**config.mk**
```make
export PLATFORM = sky130hd
export DESIGN_NAME = lineFill
export DESIGN_NICKNAME = d
export VERILOG_FILES = /design/src/hdl/graphicsOverlayPkg.sv /design/src/hdl/lineFill.sv
export SDC_FILE = /design/constraint.sdc
export NUM_CORES = 1
export LEC_CHECK = 0
export BUFFER_PORTS_ARGS = -buffer_cell sky130_fd_sc_hd__buf_2
export CAP_MARGIN = 20
export CORE_UTILIZATION = 35
export DETAILED_ROUTE_END_ITERATION = 10
export GPL_ROUTABILITY_DRIVEN = 0
export PLACE_DENSITY = 0.95
export SLEW_MARGIN = 10
export SYNTH_ARGS = -nofsm -noshare
export SYNTH_HDL_FRONTEND = slang
export SYNTH_SLANG_ARGS = --single-unit
```
**constraint.sdc**
```tcl
create_clock -name pixelClockIn -period 3.5 [get_ports pixelClockIn]
set_clock_uncertainty 0.05 [all_clocks]
set_input_delay 0.525 -clock pixelClockIn [delete_from_list [all_inputs] [get_ports pixelClockIn]]
set_output_delay 0.525 -clock pixelClockIn [all_outputs]
set_load 0.03 [all_outputs]
```
**src/hdl/graphicsOverlayPkg.sv**
```systemverilog
package graphicsOverlayPkg;

  typedef logic [10:0] pixelIndexT;
  typedef logic [9:0] lineIndexT;
  typedef logic [9:0] readCountT;
  typedef logic [8:0] bufferAddrT;
  typedef logic [31:0] lineWordT;
  typedef logic [15:0] rgb565T;
  typedef logic [7:0] grayT;

  // 720p raster, graphics live in the right half
  localparam pixelIndexT halfScreen = 11'd640;
  localparam lineIndexT verticalScreenSize = 10'd720;

  // colour outside the graphics window
  localparam logic [4:0] borderRed = 5'd7;
  localparam logic [5:0] borderGreen = 6'd15;
  localparam logic [4:0] borderBlue = 5'd7;

  // cycles from raster inputs to video outputs
  localparam int pipelineDepth = 3;

  typedef struct packed {
    pixelIndexT pixelIndex;
    lineIndexT lineIndex;
    logic requestPixel;
    logic hSync;
    logic vSync;
    logic nextLine;
  } videoTimingT;

  typedef struct packed {
    logic writeEnable;
    bufferAddrT address;
    lineWordT data;
  } bufferWriteT;

  typedef struct packed {
    logic dualPixel;
    logic grayscale;
  } pixelModeT;

  typedef struct packed {
    logic [4:0] red;
    logic [5:0] green;
    logic [4:0] blue;
    logic hSync;
    logic vSync;
    logic active;
  } videoOutT;

endpackage

```
**src/hdl/lineFill.sv**
```systemverilog
module lineFill (
  input logic pixelClockIn,
  input logic rst,
  input logic wordValid,
  input graphicsOverlayPkg::lineWordT wordData,
  input logic lineDone,
  output graphicsOverlayPkg::bufferWriteT write,
  output logic writeBank
);

  graphicsOverlayPkg::bufferAddrT fillAddress;

  // fill pointer and bank select
  always_ff @(posedge pixelClockIn)
  begin
    if (rst)
    begin
      fillAddress <= '0;
      writeBank <= 1'b0;
    end
    else if (lineDone)
    begin
      // display finished its line, swap banks and restart the fill
      fillAddress <= '0;
      writeBank <= ~writeBank;
    end
    else if (wordValid)
    begin
      // wraps after 512 words
      fillAddress <= fillAddress + 1'b1;
    end
  end

  // each strobe is one write at the current pointer
  always_comb
  begin
    write.writeEnable = wordValid;
    write.address = fillAddress;
    write.data = wordData;
  end

endmodule

```
# == Word-level counts from Yosys, hierarchy flattened ==
# Index checks and enable logic that the tools add are counted.
# classes
bitwise_logic,1
shifts,0
mul,0
n_eq_ne,0
order_cmp,0
addsub,1
div_mod_pow,0
reduce_logical,1
muxes,0
# op_table
operator,n
"9-bit by 1-bit adder with 9-bit output, second input constant",1
2-bit OR reduction,1
1-bit NOT,1
# word_totals
in_bits,36
ramBits,0
memories,0
out_inout_bits,43
rom_bits,0
register_bits,10
elab_cells,5
latchBits,0

# == Longest topological paths before layout ==
# depth
word_depth,1
ltp_mapped,4
depth_no_buf,4

# == Least setup slack after synthesis ==
# Ideal clock, no wire load.
# synth_path
path_kind,input to register
start,input port lineDone
end,register fillAddress[7]
stages,4
slack_ps,1965
setup_ps,59
path_buffers,1
arrival_ps,1426
required_ps,3391
cell_sequence,or2_1 -> buf_6 -> or4_1 -> nand2_1
# synth_via
elab_chain_len,1
# synth_rtl
element,line_no,source
"start, declared",lineFill.sv:6,"input logic lineDone,"
2-bit OR reduction (no source line),n/a,
"end signal, assigned",lineFill.sv:30,fillAddress <= fillAddress + 1'b1;
"end, declared",lineFill.sv:11,graphicsOverlayPkg::bufferAddrT fillAddress;
# No other way between the ends.
# A chain may end at the register's enable or synchronous reset.

# == Worst setup path in the final report ==
# layout_path
start,register fillAddress[0]
end,output port write[32] in the netlist's numbering
# layout_lines
element,line_no,source
"end, declared",lineFill.sv:7,"output graphicsOverlayPkg::bufferWriteT write,"
# No word-level cell between the ends.

==> reports/results.ini <==
[synthesis]
synth-warning-count=0
synth.cell_area_um2=679.4
avgSynthCellArea_um2=8.493
synthesis.nets=117
yosysSeqAreaShare_pct=29.47
ys_types=18
ys_ff_latch=10
syn_inst=80

[grt]
grt_max_degree=10
grt_pass1_wl_mm=1.504
grtUsageMet2_pct=14.93
antenna_found_initial=0
met3_usage_pct=10.59
grt_overflow=0
grtUsageMet1_pct=10.40
grt_pass1_vias=343
grtUsageTotal_pct=11.07
top_usage_layer=met2

[die]
num_rows=15
core-area_um2=1764
design.die.area_um2=2122
die_x_um=46.06
die_h_um=46.06
initial_core_util_pct=38.51
io_pins=79

[finish]
mostFrequentLayoutCell=buf_2
stdcell_area_um2=539.3
layout.nets=101
regArea_um2=200.2
antenna_cells=0
syn_to_final_growth_pct=-20.63
multi_input_area_um2=215.2
mostFrequentLayoutCells=14 x buf_2, 10 x dfxtp_1, 7 x nor2_1
fillerInstances=209
post-route-util_pct=30.57
drive_above_1_share_pct=29.03

[drt]
routedWlPerCell_um=11.87
antenna_left=0
route.vias.total=420
drtIter0Drc=1
dr.pass1.iters=3
wl_mm=1.033
via_per_inst=4.828
drc=0

[placed_design]
post_dp_cell_area_um2=516.7
portBuffers=14
dp_hpwl_um=761.9

[worst_setup_path]
path_buf_inv=1
cp_max_fo=6
crit_family=flip-flops
cp.depth=1
critPathKind=register to output pin
crit_slowest_cell=dfxtp_1
endpoint_kind=output pin
critPathRequiredTime_ps=2920
worstPathArrival_ps=940
cp-start-kind=register
worstRegToRegCells=4
path_cells=buf_2
critPathMaxStageDelay_ps=440

[sta]
timing.final.hold_violations=0
rsz0062_at_grt=false
maxSlewViolCount=0
worst_slew_pin_slew_ps=288.7
finalSetupTns_ps=0
setup_viol=0
max_freq_ghz=0.6591
relSlewSlack_pct=80.75
layout_min_cycle_time_ps=1517
fin_crit_sh_pct=43.35

[cts]
clkTransAtPathRegs_ps=60
clock_tree.root_cell=clkbuf_4
cts_buffers=3
postCtsResizedCells=0
postCtsSetupRepairBufs=0
clock-sinks=10
cts_hold_buffers=0
clk_path_buf_depth=2
h-tree-depth=1
cts_tree=yes
insertion_delay_ps=260

[pwr]
peakVddDrop_mv=0.1402
total_leakage_power_uw=0.0002361
power_density_nw_per_um2=396.2
switching_share_pct=24.22
pwr-share-seq_pct=55.2
power_uw=213.6
pwr-share-comb_pct=8.2
p_sw_uw=51.75
clkPwrFrac_pct=36.6
intPower_uw=161.9

[run]
maxCapViolations=0

[worst_hold_path]
worst_hold_path_type=primary input to register
holdPathStages=2

[run_status]
status=finished clean

[cell usage after synthesis (all sizes together)]
cell | count | area share (%)
nand4 | 5 | 5.5
dfxtp | 10 | 29
or4 | 1 | 1.1
clkbuf | 1 | 0.74
or2 | 1 | 0.92
xnor2 | 2 | 2.6
buf | 34 | 38
a21oi | 3 | 2.2
nand2 | 4 | 2.2
o211ai | 1 | 1.1
or3 | 3 | 2.8
xor2 | 3 | 3.9
nor2 | 7 | 3.9
ha | 1 | 1.8
o21ai | 3 | 2.2
mux2i | 1 | 1.5
[worst paths after layout]
check	start	endpoint	slack [ps]
min reg2reg	fillAddress[8]	fillAddress[8]	440
max reg2reg	fillAddress[0]	fillAddress[8]	2120
max	fillAddress[0]	write[32]	1980
min	rst	writeBank	390
[registers in the layout, indices dropped and copies added, names as in the netlist]
register	flops
fillAddress	9
writeBank	1
[power groups by stage]
stage          logic, uW  registers (uW)  clock network [uW]
2_1_floorplan       78.9             124                   0
3_3_place_gp        17.4             120                   0
3_5_place_dp        17.7             120                   0
4_1_cts             17.7             118                82.8
5_1_grt             19.0             118                89.8
6_report            17.6             118                78.2
[cells by family (layout without fill, tap and decap cells)]
family,count (synthesis),after routing,share of synthesized area (%)
DFF,10,10,29.47
and+or+nand+nor,21,21,16.39
xor gates and xnor gates,5,5,6.447
buffers and inverters,35,17,38.86
muxes,1,1,1.473
adders and majority gates,1,1,1.841
AOI/OAI and AO/OA,7,7,5.524
[final cells by class]
| cell class | instances | share of cell area, % |
|---|---|---|
| Multi-Input combinational cell | 35 | 39.91 |
| Sequential cell | 10 | 37.12 |
| Timing Repair Buffer | 14 | 12.99 |
| Tap cell | 25 | 5.800 |
| Clock buffer | 3 | 4.176 |
[through the flow]
| stage | worst slack [ps] | hold slack (ps) | std cells |
|---|---|---|---|
| floorplan | 1965 | 547.4 | 80 |
| global placement | 1839 | 417.4 | 84 |
| detailed placement | 1814 | 430.0 | 84 |
| CTS | 1977 | 378.7 | 87 |
| global route | 1942 | 375.7 | 87 |
| finish | 1983 | 390.1 | 87 |
[metal layers]
layer,vias up,share of wire [%]
met5,-,0
met4,0,1.7
met3,7,18
met2,25,39
met1,191,42
li1,197,-
(Power assumes the default switching activity.)
