$ cat src/hdl/graphicsOverlayPkg.sv
package graphicsOverlayPkg;

  typedef logic [10:0] pixelIndexT;
  typedef logic [9:0] lineIndexT;
  typedef logic [9:0] readCountT;
  typedef logic [8:0] bufferAddrT;
  typedef logic [31:0] lineWordT;
  typedef logic [15:0] rgb565T;
  typedef logic [7:0] grayT;

  // 720p raster, graphics live in the right half
  localparam pixelIndexT halfScreen = 11'd640;
  localparam lineIndexT verticalScreenSize = 10'd720;

  // colour outside the graphics window
  localparam logic [4:0] borderRed = 5'd7;
  localparam logic [5:0] borderGreen = 6'd15;
  localparam logic [4:0] borderBlue = 5'd7;

  // cycles from raster inputs to video outputs
  localparam int pipelineDepth = 3;

  typedef struct packed {
    pixelIndexT pixelIndex;
    lineIndexT lineIndex;
    logic requestPixel;
    logic hSync;
    logic vSync;
    logic nextLine;
  } videoTimingT;

  typedef struct packed {
    logic writeEnable;
    bufferAddrT address;
    lineWordT data;
  } bufferWriteT;

  typedef struct packed {
    logic dualPixel;
    logic grayscale;
  } pixelModeT;

  typedef struct packed {
    logic [4:0] red;
    logic [5:0] green;
    logic [4:0] blue;
    logic hSync;
    logic vSync;
    logic active;
  } videoOutT;

endpackage

$ cat src/hdl/pixelFormatter.sv
module pixelFormatter (
  input logic pixelClockIn,
  input logic rst,
  input graphicsOverlayPkg::videoTimingT timing,
  input graphicsOverlayPkg::pixelModeT mode,
  input graphicsOverlayPkg::lineWordT readWord,
  input logic [1:0] wordLane,
  input logic [2:0] inWindow,
  output graphicsOverlayPkg::videoOutT video
);

  logic [graphicsOverlayPkg::pipelineDepth-2:0] hSyncDelay;
  logic [graphicsOverlayPkg::pipelineDepth-2:0] vSyncDelay;
  logic [graphicsOverlayPkg::pipelineDepth-2:0] activeDelay;
  graphicsOverlayPkg::rgb565T colourPixel;
  graphicsOverlayPkg::grayT grayPixel;
  graphicsOverlayPkg::rgb565T shownPixel;
  graphicsOverlayPkg::videoOutT videoReg;

  // low half-word is the first colour pixel
  always_comb
  begin
    colourPixel = wordLane[0] ? readWord[31:16] : readWord[15:0];
  end

  // gray bytes go out lowest first
  always_comb
  begin
    unique case (wordLane)
      2'd0: grayPixel = readWord[7:0];
      2'd1: grayPixel = readWord[15:8];
      2'd2: grayPixel = readWord[23:16];
      default: grayPixel = readWord[31:24];
    endcase
  end

  // gray to RGB565 by taking the top bits per channel
  always_comb
  begin
    if (mode.grayscale)
      shownPixel = {grayPixel[7:3], grayPixel[7:2], grayPixel[7:3]};
    else
      shownPixel = colourPixel;
  end

  always_ff @(posedge pixelClockIn)
  begin
    if (inWindow[2])
    begin
      videoReg.red <= shownPixel[15:11];
      videoReg.green <= shownPixel[10:5];
      videoReg.blue <= shownPixel[4:0];
    end
    else
    begin
      videoReg.red <= graphicsOverlayPkg::borderRed;
      videoReg.green <= graphicsOverlayPkg::borderGreen;
      videoReg.blue <= graphicsOverlayPkg::borderBlue;
    end

    // syncs travel alongside the pixel data, last stage is videoReg
    if (rst)
    begin
      hSyncDelay <= '0;
      vSyncDelay <= '0;
      activeDelay <= '0;
      videoReg.hSync <= 1'b0;
      videoReg.vSync <= 1'b0;
      videoReg.active <= 1'b0;
    end
    else
    begin
      hSyncDelay <= {hSyncDelay[graphicsOverlayPkg::pipelineDepth-3:0], timing.hSync};
      vSyncDelay <= {vSyncDelay[graphicsOverlayPkg::pipelineDepth-3:0], timing.vSync};
      activeDelay <= {activeDelay[graphicsOverlayPkg::pipelineDepth-3:0], timing.requestPixel};
      videoReg.hSync <= hSyncDelay[graphicsOverlayPkg::pipelineDepth-2];
      videoReg.vSync <= vSyncDelay[graphicsOverlayPkg::pipelineDepth-2];
      videoReg.active <= activeDelay[graphicsOverlayPkg::pipelineDepth-2];
    end
  end

  assign video = videoReg;

endmodule

$ cat config.mk
export PLATFORM = sky130hd
export DESIGN_NAME = pixelFormatter
export DESIGN_NICKNAME = d
export VERILOG_FILES = /design/src/hdl/graphicsOverlayPkg.sv /design/src/hdl/pixelFormatter.sv
export SDC_FILE = /design/constraint.sdc
export NUM_CORES = 1
export LEC_CHECK = 0
export BUFFER_PORTS_ARGS = -buffer_cell sky130_fd_sc_hd__buf_2
export CELL_PAD_IN_SITES_DETAIL_PLACEMENT = 1
export CELL_PAD_IN_SITES_GLOBAL_PLACEMENT = 1
export CORE_UTILIZATION = 29
export CTS_CLUSTER_SIZE = 8
export DETAILED_ROUTE_END_ITERATION = 16
export PLACE_DENSITY_LB_ADDON = 0.1
export REMOVE_ABC_BUFFERS = 1
export SKIP_CTS_REPAIR_TIMING = 1
export SLEW_MARGIN = 10
export SYNTH_ARGS = -nofsm -noshare
export SYNTH_HDL_FRONTEND = slang
export SYNTH_SLANG_ARGS = --single-unit
$ cat constraint.sdc
create_clock -name pixelClockIn -period 2.58 [get_ports pixelClockIn]
set_input_delay 0.258 -clock pixelClockIn [delete_from_list [all_inputs] [get_ports pixelClockIn]]
set_output_delay 0.258 -clock pixelClockIn [all_outputs]
set_load 0.005 [all_outputs]
# --- After elaboration in Yosys (flattened, before gate mapping) ---
# Index checks and enable logic that the tools add are counted.
totals:
  register_bits: 25
  in_bits: 66
  output_inout_bits: 19
classes:
  eq_ne: 2
  n_mux: 3
  n_reduce_logical: 1
op_table:
  columns: ["operator", "count"]
  rows:
  - ["two-way mux 16 bit", 2]
  - ["case mux 8 bit (3 select lines)", 1]
  - ["equality test 2 x 1 -> 1 bit, second input constant", 1]
  - ["equality test 2 bit, second input constant", 1]
  - ["logical NOT 2 bit", 1]

# --- Longest topological paths before layout ---
logic_depth:
  word_depth: 3
  depth_mapped: 5

# --- Worst setup path after synthesis ---
# OpenSTA, ideal clock, no wires.
synth_timing:
  path_kind: "input port to flip-flop"
  start: "in wordLane[0]"
  end: "reg videoReg (netlist bit video[12])"
  setup_ps: 125
  arrival_ps: 961
  setup_slack_ps: 1494
  stages: 4
  n_path_buf: 1
  cell_sequence: "buf_6 mux2_2 o22ai_1 nor3b_1"
synth_between:
  elab_chain_len: 3
synth_rtl:
  columns: ["element", "line", "source"]
  rows:
  - ["start, declared", "pixelFormatter.sv:7", "input logic [1:0] wordLane,"]
  - ["equality test 2 bit (tied with other cells)", "pixelFormatter.sv:29", "unique case (wordLane)"]
  - ["case mux 8 bit (3 select lines)", "pixelFormatter.sv:29", null]
  - ["two-way mux 16 bit (*)", "pixelFormatter.sv:40", "if (mode.grayscale)"]
  - ["end, declared", "pixelFormatter.sv:18", "graphicsOverlayPkg::videoOutT videoReg;"]
# Mark *: on every way between the ends. The rest lies on a longest branch, timed or not.
# A chain may end at the register's enable or synchronous reset.

# --- Worst setup path in the final report ---
layout_timing:
  start: "in wordLane[0]"
  end: "reg videoReg (netlist bit video[3])"
# The elaborated chain is that of the path after synthesis.

==> reports/metrics.cfg <==
[layout]
num_antenna_cells=0
seq_area_um2=500
finish.instance_area_um2=1460
nNetsFinal=230
area_growth_pct=31.3
drive_gt1_share_pct=41.7
fill_cells=446
multi_input_area_um2=546

[timing]
period_share_pct=48.2
fin_crit_ps=1240
slew_headroom_pct=58.3
worst_slew_pin_slew_ps=624
fin_tns_setup_ps=0
hold_viol_final=0
rsz0062_at_grt=no
finalSetupViolCount=0
drv_slew=0
setup_slack_ps=1340
fmax_mhz=804
finalClockSkew_ps=0.315

[floorplan]
row_count=22
die-area_um2=4070
die_y_um=63.8
die_w_um=63.8
core_um2=3660
io_pins=85
start_util_pct=30.3

[run]
drv_cap=0

[synth]
seq_area_frac_synth_pct=45.1
yosysWarnings=0
synth_cells=105
yosysUniqueCellTypes=25
synth-seq-cells=25
syn_avg_cell_area_um2=10.6
syn-cell-area_um2=1110

[drt]
via_count=996
ant_nets=0
wl_per_cell_um=13.5
detail_route.wirelength_um=2850
drt_iter0_drc=13
viasPerCell=4.72
dr.pass1.iters=2
drcViolationCount=0

[setup_path]
cp.required_ps=2700
rrSetupSlack_ps=2050
cpMaxStageDelayCell=buf_2
cp_max_fo=19
crit_family=buffers and inverters
critical_path_class=primary input to register
cp_num_buf_inv=2
crit_chain=buf_2 -> buf_4 -> mux2i_1 -> a32o_1 -> a21oi_1
arrival_ps=1370
startpoint_type=primary input
end_kind=register
slowest_delay_ps=330

[grt]
grt_usage_pct=14.3
antenna_found_initial=0
grt_pass1_wl_um=4480
grt_overflow=0
grt_pass1_vias=1012
grt_max_degree=20

[power_and_ir_drop]
peakVddDrop_v=0.000185
power-per-cell-area_nw_per_um2=543
p_leak_nw=0.690

[place]
portBuffers=59
place_area_um2=1410
post-place-ws_ps=1040
place_hpwl_um=2240
gp_congestion=0.713

[clocking]
cts_tree=built
cts-buffers-inserted=3
cts.sinks=25
h-tree-depth=1
cts.path.max_buffers=2
cts-root-buf=clkbuf_8
path_clk_slew_ps=90
clkLatencyLatePin_ps=260

[hold_path]
holdCritPathClass=primary input to register

[status]
status=completed

[cells by family after synthesis]
family                 Yosys count  share of synthesized area (%)
multiplexers                    17                           15.8
flip-flops                      25                           45.1
AND/OR/NAND/NOR                 34                           19.4
AO/OA/AOI/OAI                   23                           14.0
buffers and inverters            6                           5.64
[placed cells by master (no fill, tap or decap)]
cell | Yosys | layout
o21ai_0 | 1 | 1
a22o_1 | 1 | 1
clkinv_2 | 0 | 1
nand2_1 | 3 | 3
and3_1 | 1 | 1
a21oi_1 | 7 | 7
o22ai_1 | 2 | 2
dfxtp_1 | 25 | 25
nor2b_1 | 13 | 13
and2b_1 | 3 | 3
clkbuf_8 | 0 | 3
nand2b_1 | 5 | 5
a211o_1 | 1 | 1
mux2_2 | 4 | 4
nor3b_1 | 6 | 6
a211oi_1 | 6 | 6
buf_4 | 0 | 1
nand3_1 | 1 | 1
and3b_1 | 1 | 1
a21o_1 | 1 | 1
nor2_1 | 1 | 1
buf_2 | 1 | 59
a32o_1 | 2 | 2
a31oi_1 | 2 | 2
mux2i_1 | 13 | 13
[metrics by stage]
stage | instances | utilization [%] | power [mW] | hold slack, ps
global route | 211 | 39.7 | 0.831 | 209
detailed placement | 207 | 38.5 | 0.574 | 438
finish | 211 | 39.7 | 0.790 | 214
global placement | 207 | 38.5 | 0.568 | 428
CTS | 211 | 39.7 | 0.806 | 210
floorplan | 99 | - | 0.489 | 330
[where the power goes]
group | total, mW | internal [mW] | switching, mW
registers | 0.420 | 0.413 | 0.00642
clock network | 0.228 | 0.108 | 0.120
logic | 0.143 | 0.0752 | 0.0674
[cell usage after synthesis]
cell type,instances,area share (%)
dfxtp_1,25,45
mux2i_1,13,12
nor2b_1,13,7.3
a21oi_1,7,3.2
a211oi_1,6,4.1
nor3b_1,6,4.1
nand2b_1,5,2.8
mux2_2,4,4.1
and2b_1,3,2.0
buf_6,3,3.0
nand2_1,3,1.0
a31oi_1,2,1.1
a32o_1,2,1.8
o22ai_1,2,1.1
a211o_1,1,0.79
a21o_1,1,0.68
a22o_1,1,0.79
and3_1,1,0.56
and3b_1,1,0.79
buf_12,1,1.8
buf_2,1,0.45
clkbuf_1,1,0.34
nand3_1,1,0.45
nor2_1,1,0.34
o21ai_0,1,0.45
[state kept, by name (all words and copies together), names as in the netlist]
name	flops
video	19
activeDelay	2
hSyncDelay	2
vSyncDelay	2
[cell type report]
class / instances / area share (%)
multi-input cells: 74 / 37.5
flip-flops and latches: 25 / 34.4
repair buffers: 60 / 20.8
well taps: 48 / 4.13
clock buffers: 3 / 2.84
clock inverters: 1 / 0.344
[worst paths after layout]
check	from	endpoint	depth (start not counted)
setup reg to reg	hSyncDelay[1]	video[2]	1
hold reg to reg	vSyncDelay[1]	video[1]	1
hold / removal	timing[2]	hSyncDelay[0]	2
setup / recovery	wordLane[0]	video[3]	5
[routing by layer]
layer	global-route usage [%]	routed length (um)
met5	0	0
met4	5.97	23
met3	3.39	162
met2	25.9	1470
met1	15.9	1190
Power figures use the tool's default switching activity.
