File: config.mk
export PLATFORM = sky130hd
export DESIGN_NAME = windowTracker
export DESIGN_NICKNAME = d
export VERILOG_FILES = /design/src/hdl/graphicsOverlayPkg.sv /design/src/hdl/windowTracker.sv
export SDC_FILE = /design/constraint.sdc
export NUM_CORES = 1
export LEC_CHECK = 0
export BUFFER_PORTS_ARGS = -buffer_cell sky130_fd_sc_hd__buf_4
export CAP_MARGIN = 20
export CELL_PAD_IN_SITES_DETAIL_PLACEMENT = 0
export CELL_PAD_IN_SITES_GLOBAL_PLACEMENT = 1
export CORE_MARGIN = 2
export CORE_UTILIZATION = 45
export DETAILED_ROUTE_END_ITERATION = 8
export PLACE_DENSITY_LB_ADDON = 0.1
export SLEW_MARGIN = 20
export SYNTH_ARGS = -nofsm -noshare
export SYNTH_HDL_FRONTEND = slang
export SYNTH_SLANG_ARGS = --single-unit
File: constraint.sdc
create_clock -name pixelClockIn -period 9.6 [get_ports pixelClockIn]
set_input_delay 0 -clock pixelClockIn [delete_from_list [all_inputs] [get_ports pixelClockIn]]
set_output_delay 0 -clock pixelClockIn [all_outputs]
set_load 0.01 [all_outputs]
File: src/hdl/graphicsOverlayPkg.sv
package graphicsOverlayPkg;

  typedef logic [10:0] pixelIndexT;
  typedef logic [9:0] lineIndexT;
  typedef logic [9:0] readCountT;
  typedef logic [8:0] bufferAddrT;
  typedef logic [31:0] lineWordT;
  typedef logic [15:0] rgb565T;
  typedef logic [7:0] grayT;

  // 720p raster, graphics live in the right half
  localparam pixelIndexT halfScreen = 11'd640;
  localparam lineIndexT verticalScreenSize = 10'd720;

  // colour outside the graphics window
  localparam logic [4:0] borderRed = 5'd7;
  localparam logic [5:0] borderGreen = 6'd15;
  localparam logic [4:0] borderBlue = 5'd7;

  // cycles from raster inputs to video outputs
  localparam int pipelineDepth = 3;

  typedef struct packed {
    pixelIndexT pixelIndex;
    lineIndexT lineIndex;
    logic requestPixel;
    logic hSync;
    logic vSync;
    logic nextLine;
  } videoTimingT;

  typedef struct packed {
    logic writeEnable;
    bufferAddrT address;
    lineWordT data;
  } bufferWriteT;

  typedef struct packed {
    logic dualPixel;
    logic grayscale;
  } pixelModeT;

  typedef struct packed {
    logic [4:0] red;
    logic [5:0] green;
    logic [4:0] blue;
    logic hSync;
    logic vSync;
    logic active;
  } videoOutT;

endpackage

File: src/hdl/windowTracker.sv
module windowTracker (
  input logic pixelClockIn,
  input logic rst,
  input graphicsOverlayPkg::videoTimingT timing,
  input graphicsOverlayPkg::readCountT graphicsWidth,
  input graphicsOverlayPkg::lineIndexT graphicsHeight,
  input graphicsOverlayPkg::pixelModeT mode,
  output graphicsOverlayPkg::bufferAddrT readAddress,
  output logic [1:0] wordLane,
  output logic [2:0] inWindow,
  output logic lineDone
);

  graphicsOverlayPkg::pixelIndexT leftMargin;
  graphicsOverlayPkg::pixelIndexT lineBegin;
  graphicsOverlayPkg::pixelIndexT lineEnd;
  graphicsOverlayPkg::lineIndexT topMargin;
  graphicsOverlayPkg::lineIndexT screenEnd;
  graphicsOverlayPkg::readCountT readCount;
  graphicsOverlayPkg::readCountT shiftedCount;
  logic [1:0] laneStage;
  logic [1:0] windowDelay;
  logic windowHit;

  // window is centred in the right half and vertically on the screen
  always_comb
  begin
    leftMargin = (graphicsOverlayPkg::halfScreen - {1'b0, graphicsWidth}) >> 1;
    lineBegin = graphicsOverlayPkg::halfScreen + leftMargin;
    lineEnd = lineBegin + {1'b0, graphicsWidth};
    topMargin = (graphicsOverlayPkg::verticalScreenSize - graphicsHeight) >> 1;
    screenEnd = topMargin + graphicsHeight;
  end

  always_comb
  begin
    windowHit = (timing.lineIndex >= topMargin) && (timing.lineIndex < screenEnd) &&
                (timing.pixelIndex >= lineBegin) && (timing.pixelIndex < lineEnd) &&
                timing.requestPixel;
  end

  // stage 0 is the raw hit, stages 1 and 2 follow the buffer read
  assign inWindow = {windowDelay, windowHit};

  always_ff @(posedge pixelClockIn)
  begin
    if (rst)
    begin
      readCount <= '0;
      windowDelay <= '0;
      lineDone <= 1'b0;
    end
    else
    begin
      if (timing.nextLine)
        readCount <= '0;
      else if (windowHit)
        readCount <= readCount + 1'b1;
      windowDelay <= {windowDelay[0], windowHit};
      // one cycle after the window flag drops
      lineDone <= windowDelay[1] & ~windowDelay[0];
    end
  end

  // pixels per word: 2 colour, 4 gray, doubled halves the rate again
  always_comb
  begin
    unique case ({mode.grayscale, mode.dualPixel})
      2'b00: shiftedCount = readCount >> 1;
      2'b11: shiftedCount = readCount >> 3;
      default: shiftedCount = readCount >> 2;
    endcase
  end

  // count still holds the index of the current pixel here
  always_ff @(posedge pixelClockIn)
  begin
    readAddress <= shiftedCount[8:0];
    laneStage <= mode.dualPixel ? readCount[2:1] : readCount[1:0];
    // lane has to line up with the registered buffer output
    wordLane <= laneStage;
  end

endmodule

### After elaboration in Yosys (flattened, before gate mapping)

Index checks and enable logic that the tools add are counted.

| cells by class | value |
|---|---|
| $add $sub $neg | 6 |
| $lt $le $gt $ge | 4 |
| eq/ne operators | 1 |
| mux-type cells | 2 |
| bitwise logic cells | 2 |
| reduce and logical (&&, ||, !) cells | 6 |

Operators by type and width:

| kind | count |
|---|---|
| $pmux W9 S2 | 1 |
| $add A10 B10 Y11 const A | 1 |
| $add A11 B10 Y11 | 1 |
| $ge A11 B11 Y1 | 1 |
| $lt A11 B11 Y1 | 1 |
| $sub A10 B10 Y11 const A | 1 |
| $add A10 B1 Y10 const B | 1 |
| $add A9 B10 Y10 | 1 |
| $ge A10 B9 Y1 | 1 |
| $lt A10 B10 Y1 | 1 |
| $sub A10 B10 Y10 const A | 1 |
| $logic_and A1 B1 Y1 | 4 |
| $eq A2 B2 Y1 const B | 1 |
| $logic_not A2 Y1 | 1 |
| $mux W2 | 1 |
| $reduce_or A2 Y1 | 1 |
| $and A1 B1 Y1 | 1 |
| $not A1 Y1 | 1 |

| word-level totals | value |
|---|---|
| register bits after elaboration | 26 |
| bits of input ports | 49 |
| logic and storage cells | 27 |

### Longest topological paths before layout

Gate-level depths: netlist (run 1).

| depth | value |
|---|---|
| depth after elaboration | 7 |
| depth in mapped cells | 24 |

### Least setup slack after synthesis (run 1)

OpenSTA, ideal clock, no wires.

| timing | value |
|---|---|
| path type | input -> register |
| start | input port graphicsHeight[0] |
| end | register readCount[3] |
| setup time | 0.116 ns |
| arrival | 3.759 ns |
| required time | 9.484 ns |
| setup slack | 5.725 ns |
| cell stages on the path | 22 |
| path buffers | 2 |
| path through | buf_6 inv_1 ha_1 or3b_2 a21oi_1 nor2_1 xor2_1 ha_1 and3_1 a2111o_1 a21oi_2 xor2_1 ha_1 nor2_1 o211ai_1 nor2_1 o2111a_1 nand4_1 clkbuf_1 inv_2 a21oi_1 a31o_2 |

| between the ends | value |
|---|---|
| cells in the longest elaborated chain, start to end | 7 |
| elaborated cells on any way between the ends | 8 |

Ends and longest elaborated chain:

| what | line | source |
|---|---|---|
| from (decl) | windowTracker.sv:6 | `input graphicsOverlayPkg::lineIndexT graphicsHeight,` |
| $sub A10 B10 Y10 | windowTracker.sv:31 | `topMargin = (graphicsOverlayPkg::verticalScreenSize - graphicsHeight) >> 1;` |
| $add A9 B10 Y10 | windowTracker.sv:32 | `screenEnd = topMargin + graphicsHeight;` |
| $lt A10 B10 Y1 | windowTracker.sv:37 | `windowHit = (timing.lineIndex >= topMargin) && (timing.lineIndex < screenEnd) &&` |
| $logic_and A1 B1 Y1 (*) (2 in series) | windowTracker.sv:37 |  |
| $logic_and A1 B1 Y1 (*) (2 in series) | windowTracker.sv:38 | `(timing.pixelIndex >= lineBegin) && (timing.pixelIndex < lineEnd) &&` |
| via windowHit | windowTracker.sv:23 | `logic windowHit;` |
| to (signal assigned) | windowTracker.sv:58 | `readCount <= readCount + 1'b1;` |
| to (decl) | windowTracker.sv:19 | `graphicsOverlayPkg::readCountT readCount;` |

The timed path passes the listed nets; every way through them passes the cells marked *.
A chain may end at the register's enable or synchronous reset.

### Worst setup path in the final report (run 1)

| timing | value |
|---|---|
| start | input port graphicsHeight[1] |
| end | output port inWindow[0] |

| between the ends | value |
|---|---|
| cells in the longest elaborated chain, start to end | 7 |
| elaborated cells on any way between the ends | 8 |

Ends and longest elaborated chain:

| what | line | source |
|---|---|---|
| $sub A10 B10 Y10 | windowTracker.sv:31 |  |
| $add A9 B10 Y10 | windowTracker.sv:32 |  |
| $lt A10 B10 Y1 | windowTracker.sv:37 |  |
| $logic_and A1 B1 Y1 (*) (2 in series) | windowTracker.sv:37 |  |
| $logic_and A1 B1 Y1 (*) (2 in series) | windowTracker.sv:38 |  |
| to (decl) | windowTracker.sv:10 | `output logic [2:0] inWindow,` |

Every way passes the cells marked *; elsewhere a longest branch is shown, timed or not.

==> results of run 1 <==
==> stage by stage <==
| step | cell area [um2] | hold WS, ns | util [%] | power [W] |
|---|---|---|---|---|
| final | 3770 | 0.0119 | 55.5 | 0.000396 |
| after global routing | 3770 | 0.0275 | 55.5 | 0.000434 |
| after CTS | 3770 | 0.0101 | 55.5 | 0.000400 |
| after detailed placement | 3680 | 0.212 | 54.2 | 0.000309 |
| after global placement | 3680 | 0.209 | 54.2 | 0.000305 |
| after floorplan | 3160 | 0.0716 | - | 0.000255 |
==> cells in the final DEF (no fill, tap or decap), types with 2 or more instances in the layout <==
cell type,Yosys,routed
nand4b_1,2,2
xnor2_1,24,24
a21o_1,7,7
o21ai_0,24,24
mux2_2,2,2
xor2_1,16,16
a22oi_1,7,7
and3_1,7,7
dlygate4sd3_1,0,2
inv_1,32,32
nand3b_1,2,2
or2_2,2,2
nand3_1,5,5
or3_1,4,4
nor4_1,3,3
a21boi_0,2,2
a211oi_1,5,5
a31o_2,2,2
buf_4,1,61
clkbuf_8,0,3
o211ai_1,4,4
nor3_1,8,8
and4_1,3,3
ha_1,61,61
nor2b_1,6,6
o211a_1,2,2
a31oi_1,2,2
nand2b_1,8,8
a21oi_1,28,28
nand2_1,32,32
mux2i_1,2,2
nand4_1,10,10
nor2_1,25,25
dfxtp_1,26,26
==> where the power goes <==
part	switching (W)	internal (W)	total [W]
logic	0.000104	0.0000931	0.000197
registers	0.000000514	0.000109	0.000109
clock network	0.0000333	0.0000557	0.0000890
total	0.000138	0.000257	0.000396
==> flip-flops by register name, summed over array words and instances (netlist names) <==
name / flops
lineDone: 1
wordLane: 2
readCount: 10
windowDelay: 2
readAddress: 9
laneStage: 2
==> kinds of logic (layout without fill, tap and decap cells) <==
| group | Yosys count | count (layout) | share of synthesized area, % |
|---|---|---|---|
| DFF | 26 | 26 | 16.5 |
| AOI/OAI and AO/OA | 97 | 97 | 19.9 |
| xor gates and xnor gates | 40 | 40 | 11.1 |
| muxes | 4 | 4 | 1.35 |
| and+or+nand+nor | 123 | 123 | 20.7 |
| buffers and inverters | 43 | 100 | 5.74 |
| adders and majority gates | 62 | 62 | 24.8 |
==> final cells by class <==
cell class / instances / area (um2)
Sequential cell: 26 / 520
Timing Repair Buffer: 63 / 478
Inverter: 33 / 124
Fill cell: 634 / 3020
Multi-Input combinational cell: 326 / 2460
Clock inverter: 1 / 30.0
Clock buffer: 3 / 41.3
Tap cell: 96 / 120
==> worst max-delay path, delay by kind of cell <==
kind	cells	cell delay, ns
buffers and inverters	4	0.78
XOR/XNOR	2	0.24
AO/OA/AOI/OAI	6	1.16
adder cells (fa/ha/maj)	3	0.89
AND/OR/NAND/NOR	6	1.30
==> per-layer routing <==
metal	share of wire, %	vias to the layer above	GRT usage (%)
met2	45	53	29.8
li1	-	1534	-
met1	52	1307	25.5
met5	0	-	0
met4	0.51	0	3.36
met3	3.1	2	1.13
==> worst max path at each step <==
stage                 startpoint                         to
2_1_floorplan  graphicsHeight[0]  readCount[3]$_SDFFE_PP0P_
3_3_place_gp   graphicsHeight[1]  readCount[3]$_SDFFE_PP0P_
3_5_place_dp   graphicsHeight[1]  readCount[3]$_SDFFE_PP0P_
4_1_cts        graphicsHeight[1]                inWindow[0]
5_1_grt        graphicsHeight[1]                inWindow[0]
6_report       graphicsHeight[1]                inWindow[0]
==> what timing repair did <==
action	CTS	global route
hold buffers	2	0
setup buffers	0	0
endpoints found under the hold margin	4	0
==> impl_metrics.ini, run 1 <==
[finish]
finalNonFillerCells = 548
drive_gt1_share_pct = 17.5
diodes = 0
nets = 564
area_growth_pct = 19.4

[cts]
clk_pin_slew_ns = 0.09
cts_max_level = 1
clock_latency_ns = 0.27
cts_tree = yes
cts_buffers = 3
cts_resized = 0
numClockSinks = 26
root_buffer = clkbuf_8
cts_buffer_depth = 2

[die]
die_h_um = 87.8
dieWidth_um = 87.8
rows = 30
initial_core_util_pct = 46.5
io_pins = 64
core_area_um2 = 6790
die_area_um2 = 7710

[critical_path]
worst-endpoint-required_ns = 9.60
regToRegStartpoint = readCount[3]$_SDFFE_PP0P_
path_class = primary input to output port
r2r-end = readCount[8]$_SDFFE_PP0P_
arrival_ns = 4.35
worst_r2r_path_depth = 5
r2r_slack_ns = 8.15
crit_path_max_incr_delay_ns = 0.51
end_kind = output port
critical_path.startpoint_type = primary input
critPathMaxFanout = 11
cp_slowest_cell = or3b_2
cp_cell_sequence = buf_4 > inv_1 > ha_1 > or3b_2 > a21oi_1 > nor2_1 > xor2_1 > ha_1 > nand3_1 > a21oi_1 > a2111o_1 > a21oi_2 > xor2_1 > ha_1 > nor2_1 > o211ai_1 > nor2_1 > o2111a_1 > nand4_1 > inv_2 > buf_4

[synthesis]
yosysWarnings = 0
syn_area_um2 = 3160
synth_commonest_cells = 61 x ha_1, 32 x inv_1, 32 x nand2_1, 28 x a21oi_1, 26 x dfxtp_1
yosys.area.top_type = ha_1
synthCells = 395
synth-edff-count = 0
syn_nets = 506
ys_seq_area_share_pct = 16.5
yosysUniqueCellTypes = 58
ys_seq_elements = 26
post-synth-top-count-cell = ha_1
synthDominantCellAreaShare_pct = 24.1
synthTopCellsByArea = ha_1 24%, dfxtp_1 16%, xnor2_1 6.6%
synthFlopType = dfxtp_1
syn-mean-instance-area_um2 = 8.00
synth-async-reset-ratio_pct = 0

[sta]
final_hold_viol_count = 0
max_clock_freq_ghz = 0.230
fin_crit_sh_pct = 45.3
rsz0062_at_grt = false
min_period_ns = 4.35
slew_headroom_pct = 70.4
worst_pin_slew_ns = 0.433
slew_viol_final = 0
setup_slack_ns = 5.25
setup_viol = 0
fin_setup_tns_ns = 0
finalClockSkew_ns = 0.00588

[detailed_routing]
firstDrtPassIters = 4
vias = 2896
routedWlPerCell_um = 12.2
drc = 0
vias_per_cell = 5.28
drt_iter0_markers = 80
antenna_left = 0
drt_wl_total_mm = 6.67

[placed_design]
io_buffers = 61
dp.cells = 542
place_ws_ns = 5.01
globalplace.congestion = 0.818
dp_hpwl_mm = 5.58

[power]
p_leak_nw = 1.78
ir_drop_uv = 52.1
p_per_area_nw_per_um2 = 105

[flow_run]
drv_cap = 0

[global_route]
antenna_found_initial = 0
grt_max_degree = 18
grt_pass1_vias = 2662
grt_first_pass_wirelength_mm = 11.4
grt_usage_pct = 17.9
overflow = 0

[worst_hold_path]
holdCritPathClass = primary input to flop
holdPathEnd = readCount[8]$_SDFFE_PP0P_
hp-start = timing[0]
min_path_cells = 3

[outcome]
status = finished, final reports clean
No activity file was read; power rests on OpenSTA's default activity.
==> run 2, diff against run 1 <==
--- a/config.mk
+++ b/config.mk
@@ -10,7 +10,7 @@
 export CELL_PAD_IN_SITES_DETAIL_PLACEMENT = 0
 export CELL_PAD_IN_SITES_GLOBAL_PLACEMENT = 1
 export CORE_MARGIN = 2
-export CORE_UTILIZATION = 45
+export CORE_UTILIZATION = 41
 export DETAILED_ROUTE_END_ITERATION = 8
 export PLACE_DENSITY_LB_ADDON = 0.1
 export SLEW_MARGIN = 20
==> constraint.sdc (replaced) <==
create_clock -name pixelClockIn -period 4.15 [get_ports pixelClockIn]
set_input_delay 0 -clock pixelClockIn [delete_from_list [all_inputs] [get_ports pixelClockIn]]
set_output_delay 0 -clock pixelClockIn [all_outputs]
set_load 0.01 [all_outputs]
==> run 2 against run 1 <==
  * Non-clock buffer count increased by 9
  * Critical path depth unchanged
  * Die area increased by 9.3%
  * Worst setup slack got worse by 4.9 ns
  * Sequential share of layout area decreased by 0.28 points
  * First-iteration DRC count decreased by 19%
  * Flip-flop and latch count unchanged
  * Highest routed layer unchanged
  * Wire length increased by 2.0%
  * Hold slack improved by 0.0061 ns
  * Clock skew decreased by 0.0036 ns
  * Register-to-register slack got worse by 5.4 ns
  * Core utilization decreased by 4.9 points
==> impl_metrics.ini, run 2 (same netlist as run 1, synthesis figures left out) <==
[finish]
largestRegisters = readCount (10), readAddress (9)
largest_reg_flops = 10
layout_commonest_cell = buf_4
nFillCells = 802
area_growth_pct = 21.8
layout_common_cells = 70 x buf_4, 61 x ha_1, 32 x nand2_1, 32 x inv_1, 27 x a21oi_1
drive_gt1_share_pct = 20.0
final_cell_area_um2 = 3850
diodes = 0
nets = 573
top_register = readCount

[critical_path]
r2r-end = readCount[9]$_SDFFE_PP0P_
r2r_slack_ns = 2.76
end_kind = output port
worst-endpoint-required_ns = 4.15
critical_path.startpoint_type = primary input
worst_r2r_path_depth = 5
regToRegStartpoint = readCount[4]$_SDFFE_PP0P_
cp_slowest_cell = o41a_1
arrival_ns = 3.77
critPathMaxFanout = 11
path_class = primary input to output port
cp_cell_sequence = buf_4 > inv_1 > ha_1 > xnor2_1 > ha_1 > a21o_1 > a21oi_1 > a21oi_1 > nor2_1 > o21ai_0 > o41a_1 > xnor2_1 > ha_1 > nand4_1 > nor4_1 > o41ai_1 > o2111a_1 > nand4_1 > buf_4 > inv_2 > buf_4
crit_path_max_incr_delay_ns = 0.35

[sta]
worst_pin_slew_ns = 0.483
rsz0062_at_grt = false
finalClockSkew_ns = 0.00231
final_hold_viol_count = 0
fin_crit_sh_pct = 90.8
slew_viol_final = 0
fin_setup_tns_ns = 0
max_clock_freq_ghz = 0.266
slew_headroom_pct = 67.0
min_period_ns = 3.77
setup_viol = 0

[cts]
cts_max_level = 1
cts_tree = yes
clock_latency_ns = 0.26
root_buffer = clkbuf_8
clk_pin_slew_ns = 0.09
cts_buffers = 3
post-cts-setup-buffer-count = 0
numClockSinks = 26
cts_buffer_depth = 2

[die]
initial_core_util_pct = 41.6
dieWidth_um = 91.8
die_area_um2 = 8430
rows = 32
die_h_um = 91.8
core_area_um2 = 7610
io_pins = 64

[worst_hold_path]
holdCritPathClass = primary input to flop
holdPathEnd = readCount[6]$_SDFFE_PP0P_
min_path_cells = 3
hp-start = timing[0]

[placed_design]
io_buffers = 61
dp_hpwl_mm = 5.78
globalplace.congestion = 0.824
dpl-instance-area_um2 = 3760

[global_route]
antenna_found_initial = 0
overflow = 0
grt_max_degree = 18
grt_pass1_vias = 2695
grt_first_pass_wirelength_mm = 11.8
grt_usage_pct = 16.4

[power]
p_total_w = 0.000880
switching_share_pct = 36.5
ir_drop_uv = 104
seq_power_share_pct = 28.7
p_sw_w = 0.000321
comb_power_share_pct = 53.0
p_int_w = 0.000559
p_leak_nw = 1.82
clockPowerShare_pct = 18.3
p_per_area_nw_per_um2 = 228

[detailed_routing]
firstDrtPassIters = 4
vias_per_cell = 5.21
antenna_left = 0
vias = 2933
routedWlPerCell_um = 12.1
drc = 0
drt_wl_total_mm = 6.81
drt_iter0_markers = 65

[flow_run]
drv_cap = 0

[outcome]
status = finished, final reports clean
run 2: changes by cell type in the layout (fill, tap and decap cells not counted), sizes merged:
cell    delta
clkbuf     +1
buf        +9
bufinv     -1
run 2: worst max path at each step:
stage / cells after the start / slack [ns] / start / end
2_1_floorplan: 22 / 0.27 / graphicsHeight[0] / readCount[3]$_SDFFE_PP0P_
4_1_cts: 24 / 0.28 / graphicsWidth[1] / inWindow[0]
5_1_grt: 24 / 0.02 / graphicsWidth[1] / inWindow[0]
6_report: 21 / 0.38 / graphicsWidth[0] / inWindow[0]
3_3_place_gp: 23 / 0.10 / graphicsHeight[0] / readCount[3]$_SDFFE_PP0P_
3_5_place_dp: 25 / 0.09 / graphicsWidth[1] / readCount[9]$_SDFFE_PP0P_
run 2: power groups by stage:
stage / combinational, W / sequential [W] / clock, W
floorplan: 0.000331 / 0.000259 / 0
global placement: 0.000462 / 0.000258 / 0
detailed placement: 0.000464 / 0.000258 / 0
CTS: 0.000469 / 0.000252 / 0.000166
global route: 0.000534 / 0.000253 / 0.000177
finish: 0.000466 / 0.000252 / 0.000161
run 2: what timing repair did:
action | CTS | global route
resized for setup | 0 | 4
hold buffers | 2 | 0
endpoints found under the hold margin | 4 | 0
endpoints found under the setup margin | 0 | 4
run 2: final cells by class:
class	count	area [um2]	share of cell area [%]
multi-input cells	326	2480	64.4
repair buffers	72	546	14.2
well taps	102	128	3.31
inverters	33	124	3.22
clock buffers	4	55.1	1.43
flip-flops and latches	26	520	13.5
run 2: critical path: cells and delay by family:
kind,cells,cell delay [ns]
adder cells (fa/ha/maj),3,0.78
AND/OR/NAND/NOR,4,0.66
AO/OA/AOI/OAI,7,1.37
XOR/XNOR,2,0.36
buffers and inverters,5,0.57
run 2: stage by stage:
stage	utilization (%)	instances	hold slack, ns	setup slack (ns)
floorplan	-	395	0.0716	0.275
global placement	49.4	557	0.208	0.104
detailed placement	49.4	557	0.217	0.0903
CTS	50.4	563	0.0128	0.281
global route	50.6	563	0.0328	0.0177
finish	50.6	563	0.0179	0.384
run 2: routing by layer:
metal,vias up,global-route usage (%),share of wire [%]
met1,1330,23.7,52
li1,1552,-,-
met3,6,1.23,3.2
met4,0,3.23,0.72
met5,-,0,0
met2,45,26.8,44
==> run 3, diff against run 2 <==
==> constraint.sdc (replaced) <==
create_clock -name pixelClockIn -period 3.6 [get_ports pixelClockIn]
set_input_delay 0 -clock pixelClockIn [delete_from_list [all_inputs] [get_ports pixelClockIn]]
set_output_delay 0 -clock pixelClockIn [all_outputs]
set_load 0.01 [all_outputs]
==> run 3 against run 2 <==
  * The flow now finishes with violations (negative setup slack)
  * Wire length is 15% higher
  * Sequential power grew 15%
  * Combinational power up 49%
  * Die area did not move
  * Clock power grew 17%
  * Sequential share of layout area fell by 2.3 points
  * Count of clock-buffer cells in the layout did not move
  * Worst setup slack worse by 0.41 ns
  * Largest cell class unchanged
  * Highest routed layer unchanged
==> impl_metrics.ini, run 3 (same netlist as run 1, synthesis figures left out) <==
[outcome]
status = finished, violations left
violations = negative setup slack

[die]
dieWidth_um = 91.8
core_area_um2 = 7610
die_h_um = 91.8
rows = 32
die_area_um2 = 8430
initial_core_util_pct = 41.6
io_pins = 64

[worst_hold_path]
holdCritPathClass = primary input to flop

[sta]
finalClockSkew_ns = 0.00176
fin_crit_sh_pct = 101
worst_pin_slew_ns = 0.411
slew_viol_final = 0
setup_slack_ns = -0.0271
final_hold_viol_count = 0
min_period_ns = 3.63
setup_viol = 2
rsz0062_at_grt = true
max_clock_freq_ghz = 0.276
fin_setup_tns_ns = -0.0463
slew_headroom_pct = 71.9

[global_route]
grt_usage_pct = 18.5
grt_first_pass_wirelength_mm = 13.3
overflow = 0
grt_pass1_vias = 3135
antenna_found_initial = 0
grt_max_degree = 18

[cts]
cts_max_level = 1
cts_tree = yes
cts_buffers = 3
cts_buffer_depth = 2
clk_pin_slew_ns = 0.09
root_buffer = clkbuf_8
clock_latency_ns = 0.27
numClockSinks = 26

[detailed_routing]
vias = 3260
antenna_left = 0
vias_per_cell = 5.16
routedWlPerCell_um = 12.4
drc = 0
firstDrtPassIters = 4
drt_iter0_markers = 67
drt_wl_total_mm = 7.85

[finish]
top_register = readCount
drive_gt1_share_pct = 36.8
largest_reg_flops = 10
final_cell_area_um2 = 4640
largestRegisters = readCount (10), readAddress (9)
nFillCells = 695
area_growth_pct = 46.9
nets = 642
diodes = 0
layout_commonest_cell = buf_4
layout_common_cells = 132 x buf_4, 56 x ha_1, 29 x nand2_1

[power]
p_per_area_nw_per_um2 = 253
p_leak_nw = 2.20
p_total_w = 0.00117
ir_drop_uv = 118

[critical_path]
crit_path_max_incr_delay_ns = 0.31
critical_path.startpoint_type = primary input
cp_slowest_cell = ha_1
arrival_ns = 3.84
path_class = primary input to flop
end_kind = flop
worst-path-buf-inv = 6
worst-endpoint-required_ns = 3.81
critPathMaxFanout = 5
cp_top_family = simple AND/OR/NAND/NOR gates

[flow_run]
drv_cap = 0

[placed_design]
io_buffers = 61
globalplace.congestion = 0.789
dp_hpwl_mm = 6.26
place_ws_ns = -0.459
dpl-instance-area_um2 = 4190
[run 3: changes by cell type in the layout (fill, tap and decap cells not counted), sizes merged]
cell | previous run | this run
buf | 70 | 139
clkinv | 0 | 1
inv | 33 | 32
[run 3: worst paths after layout]
check	start	endpoint	slack, ns	depth (start not counted)
setup / recovery	graphicsWidth[1]	readCount[9]$_SDFFE_PP0P_	-0.03	26
hold / removal	mode[1]	laneStage[1]$_DFF_P_	0.003	2
setup reg to reg	readCount[3]$_SDFFE_PP0P_	readCount[8]$_SDFFE_PP0P_	2.10	5
hold reg to reg	laneStage[1]$_DFF_P_	wordLane[1]$_DFF_P_	0.33	0
[run 3: worst register-to-register path: cells and delay by family (launching register included)]
kind / cells / cell delay (ns)
AND/OR/NAND/NOR: 3 / 0.56
flip-flops: 1 / 0.47
AO/OA/AOI/OAI: 2 / 0.37
[run 3: layout make-up]
cell class	count	area, um2	area share, %
Inverter	33	144	3.10
Multi-Input combinational cell	326	2690	58.0
Timing Repair Buffer	141	1100	23.7
Clock buffer	4	55.1	1.19
Tap cell	102	128	2.75
Sequential cell	26	520	11.2
[run 3: metrics by stage]
step	hold slack, ns	util, %	std cells
after floorplan	0.0716	-	395
after global placement	0.208	55.1	612
after detailed placement	0.215	55.1	612
after CTS	0.00120	57.9	624
after global routing	0.00931	61.0	632
final	0.00257	61.0	632
[run 3: per-layer routing]
layer / GRT usage, % / share of wire [%] / up-vias
met2: 32.8 / 47 / 54
met3: 1.23 / 2.8 / 7
met1: 24.9 / 49 / 1511
met5: 0 / 0 / -
li1: - / - / 1688
met4: 3.36 / 0.94 / 0
[run 3: where the power goes]
part	switching [W]	internal (W)	total, W	leakage, nW
combinational	0.000327	0.000368	0.000695	1.97
sequential	0.00000156	0.000290	0.000291	0.209
clock	0.0000913	0.0000978	0.000189	0.0288
[run 3: timing repair]
action | in CTS | in global routing
hold endpoints to repair | 4 | 0
pin swaps | 9 | 33
buffers inserted | 6 | 8
endpoints found under the setup margin | 12 | 12
hold buffers | 2 | 0
resized for setup | 19 | 44
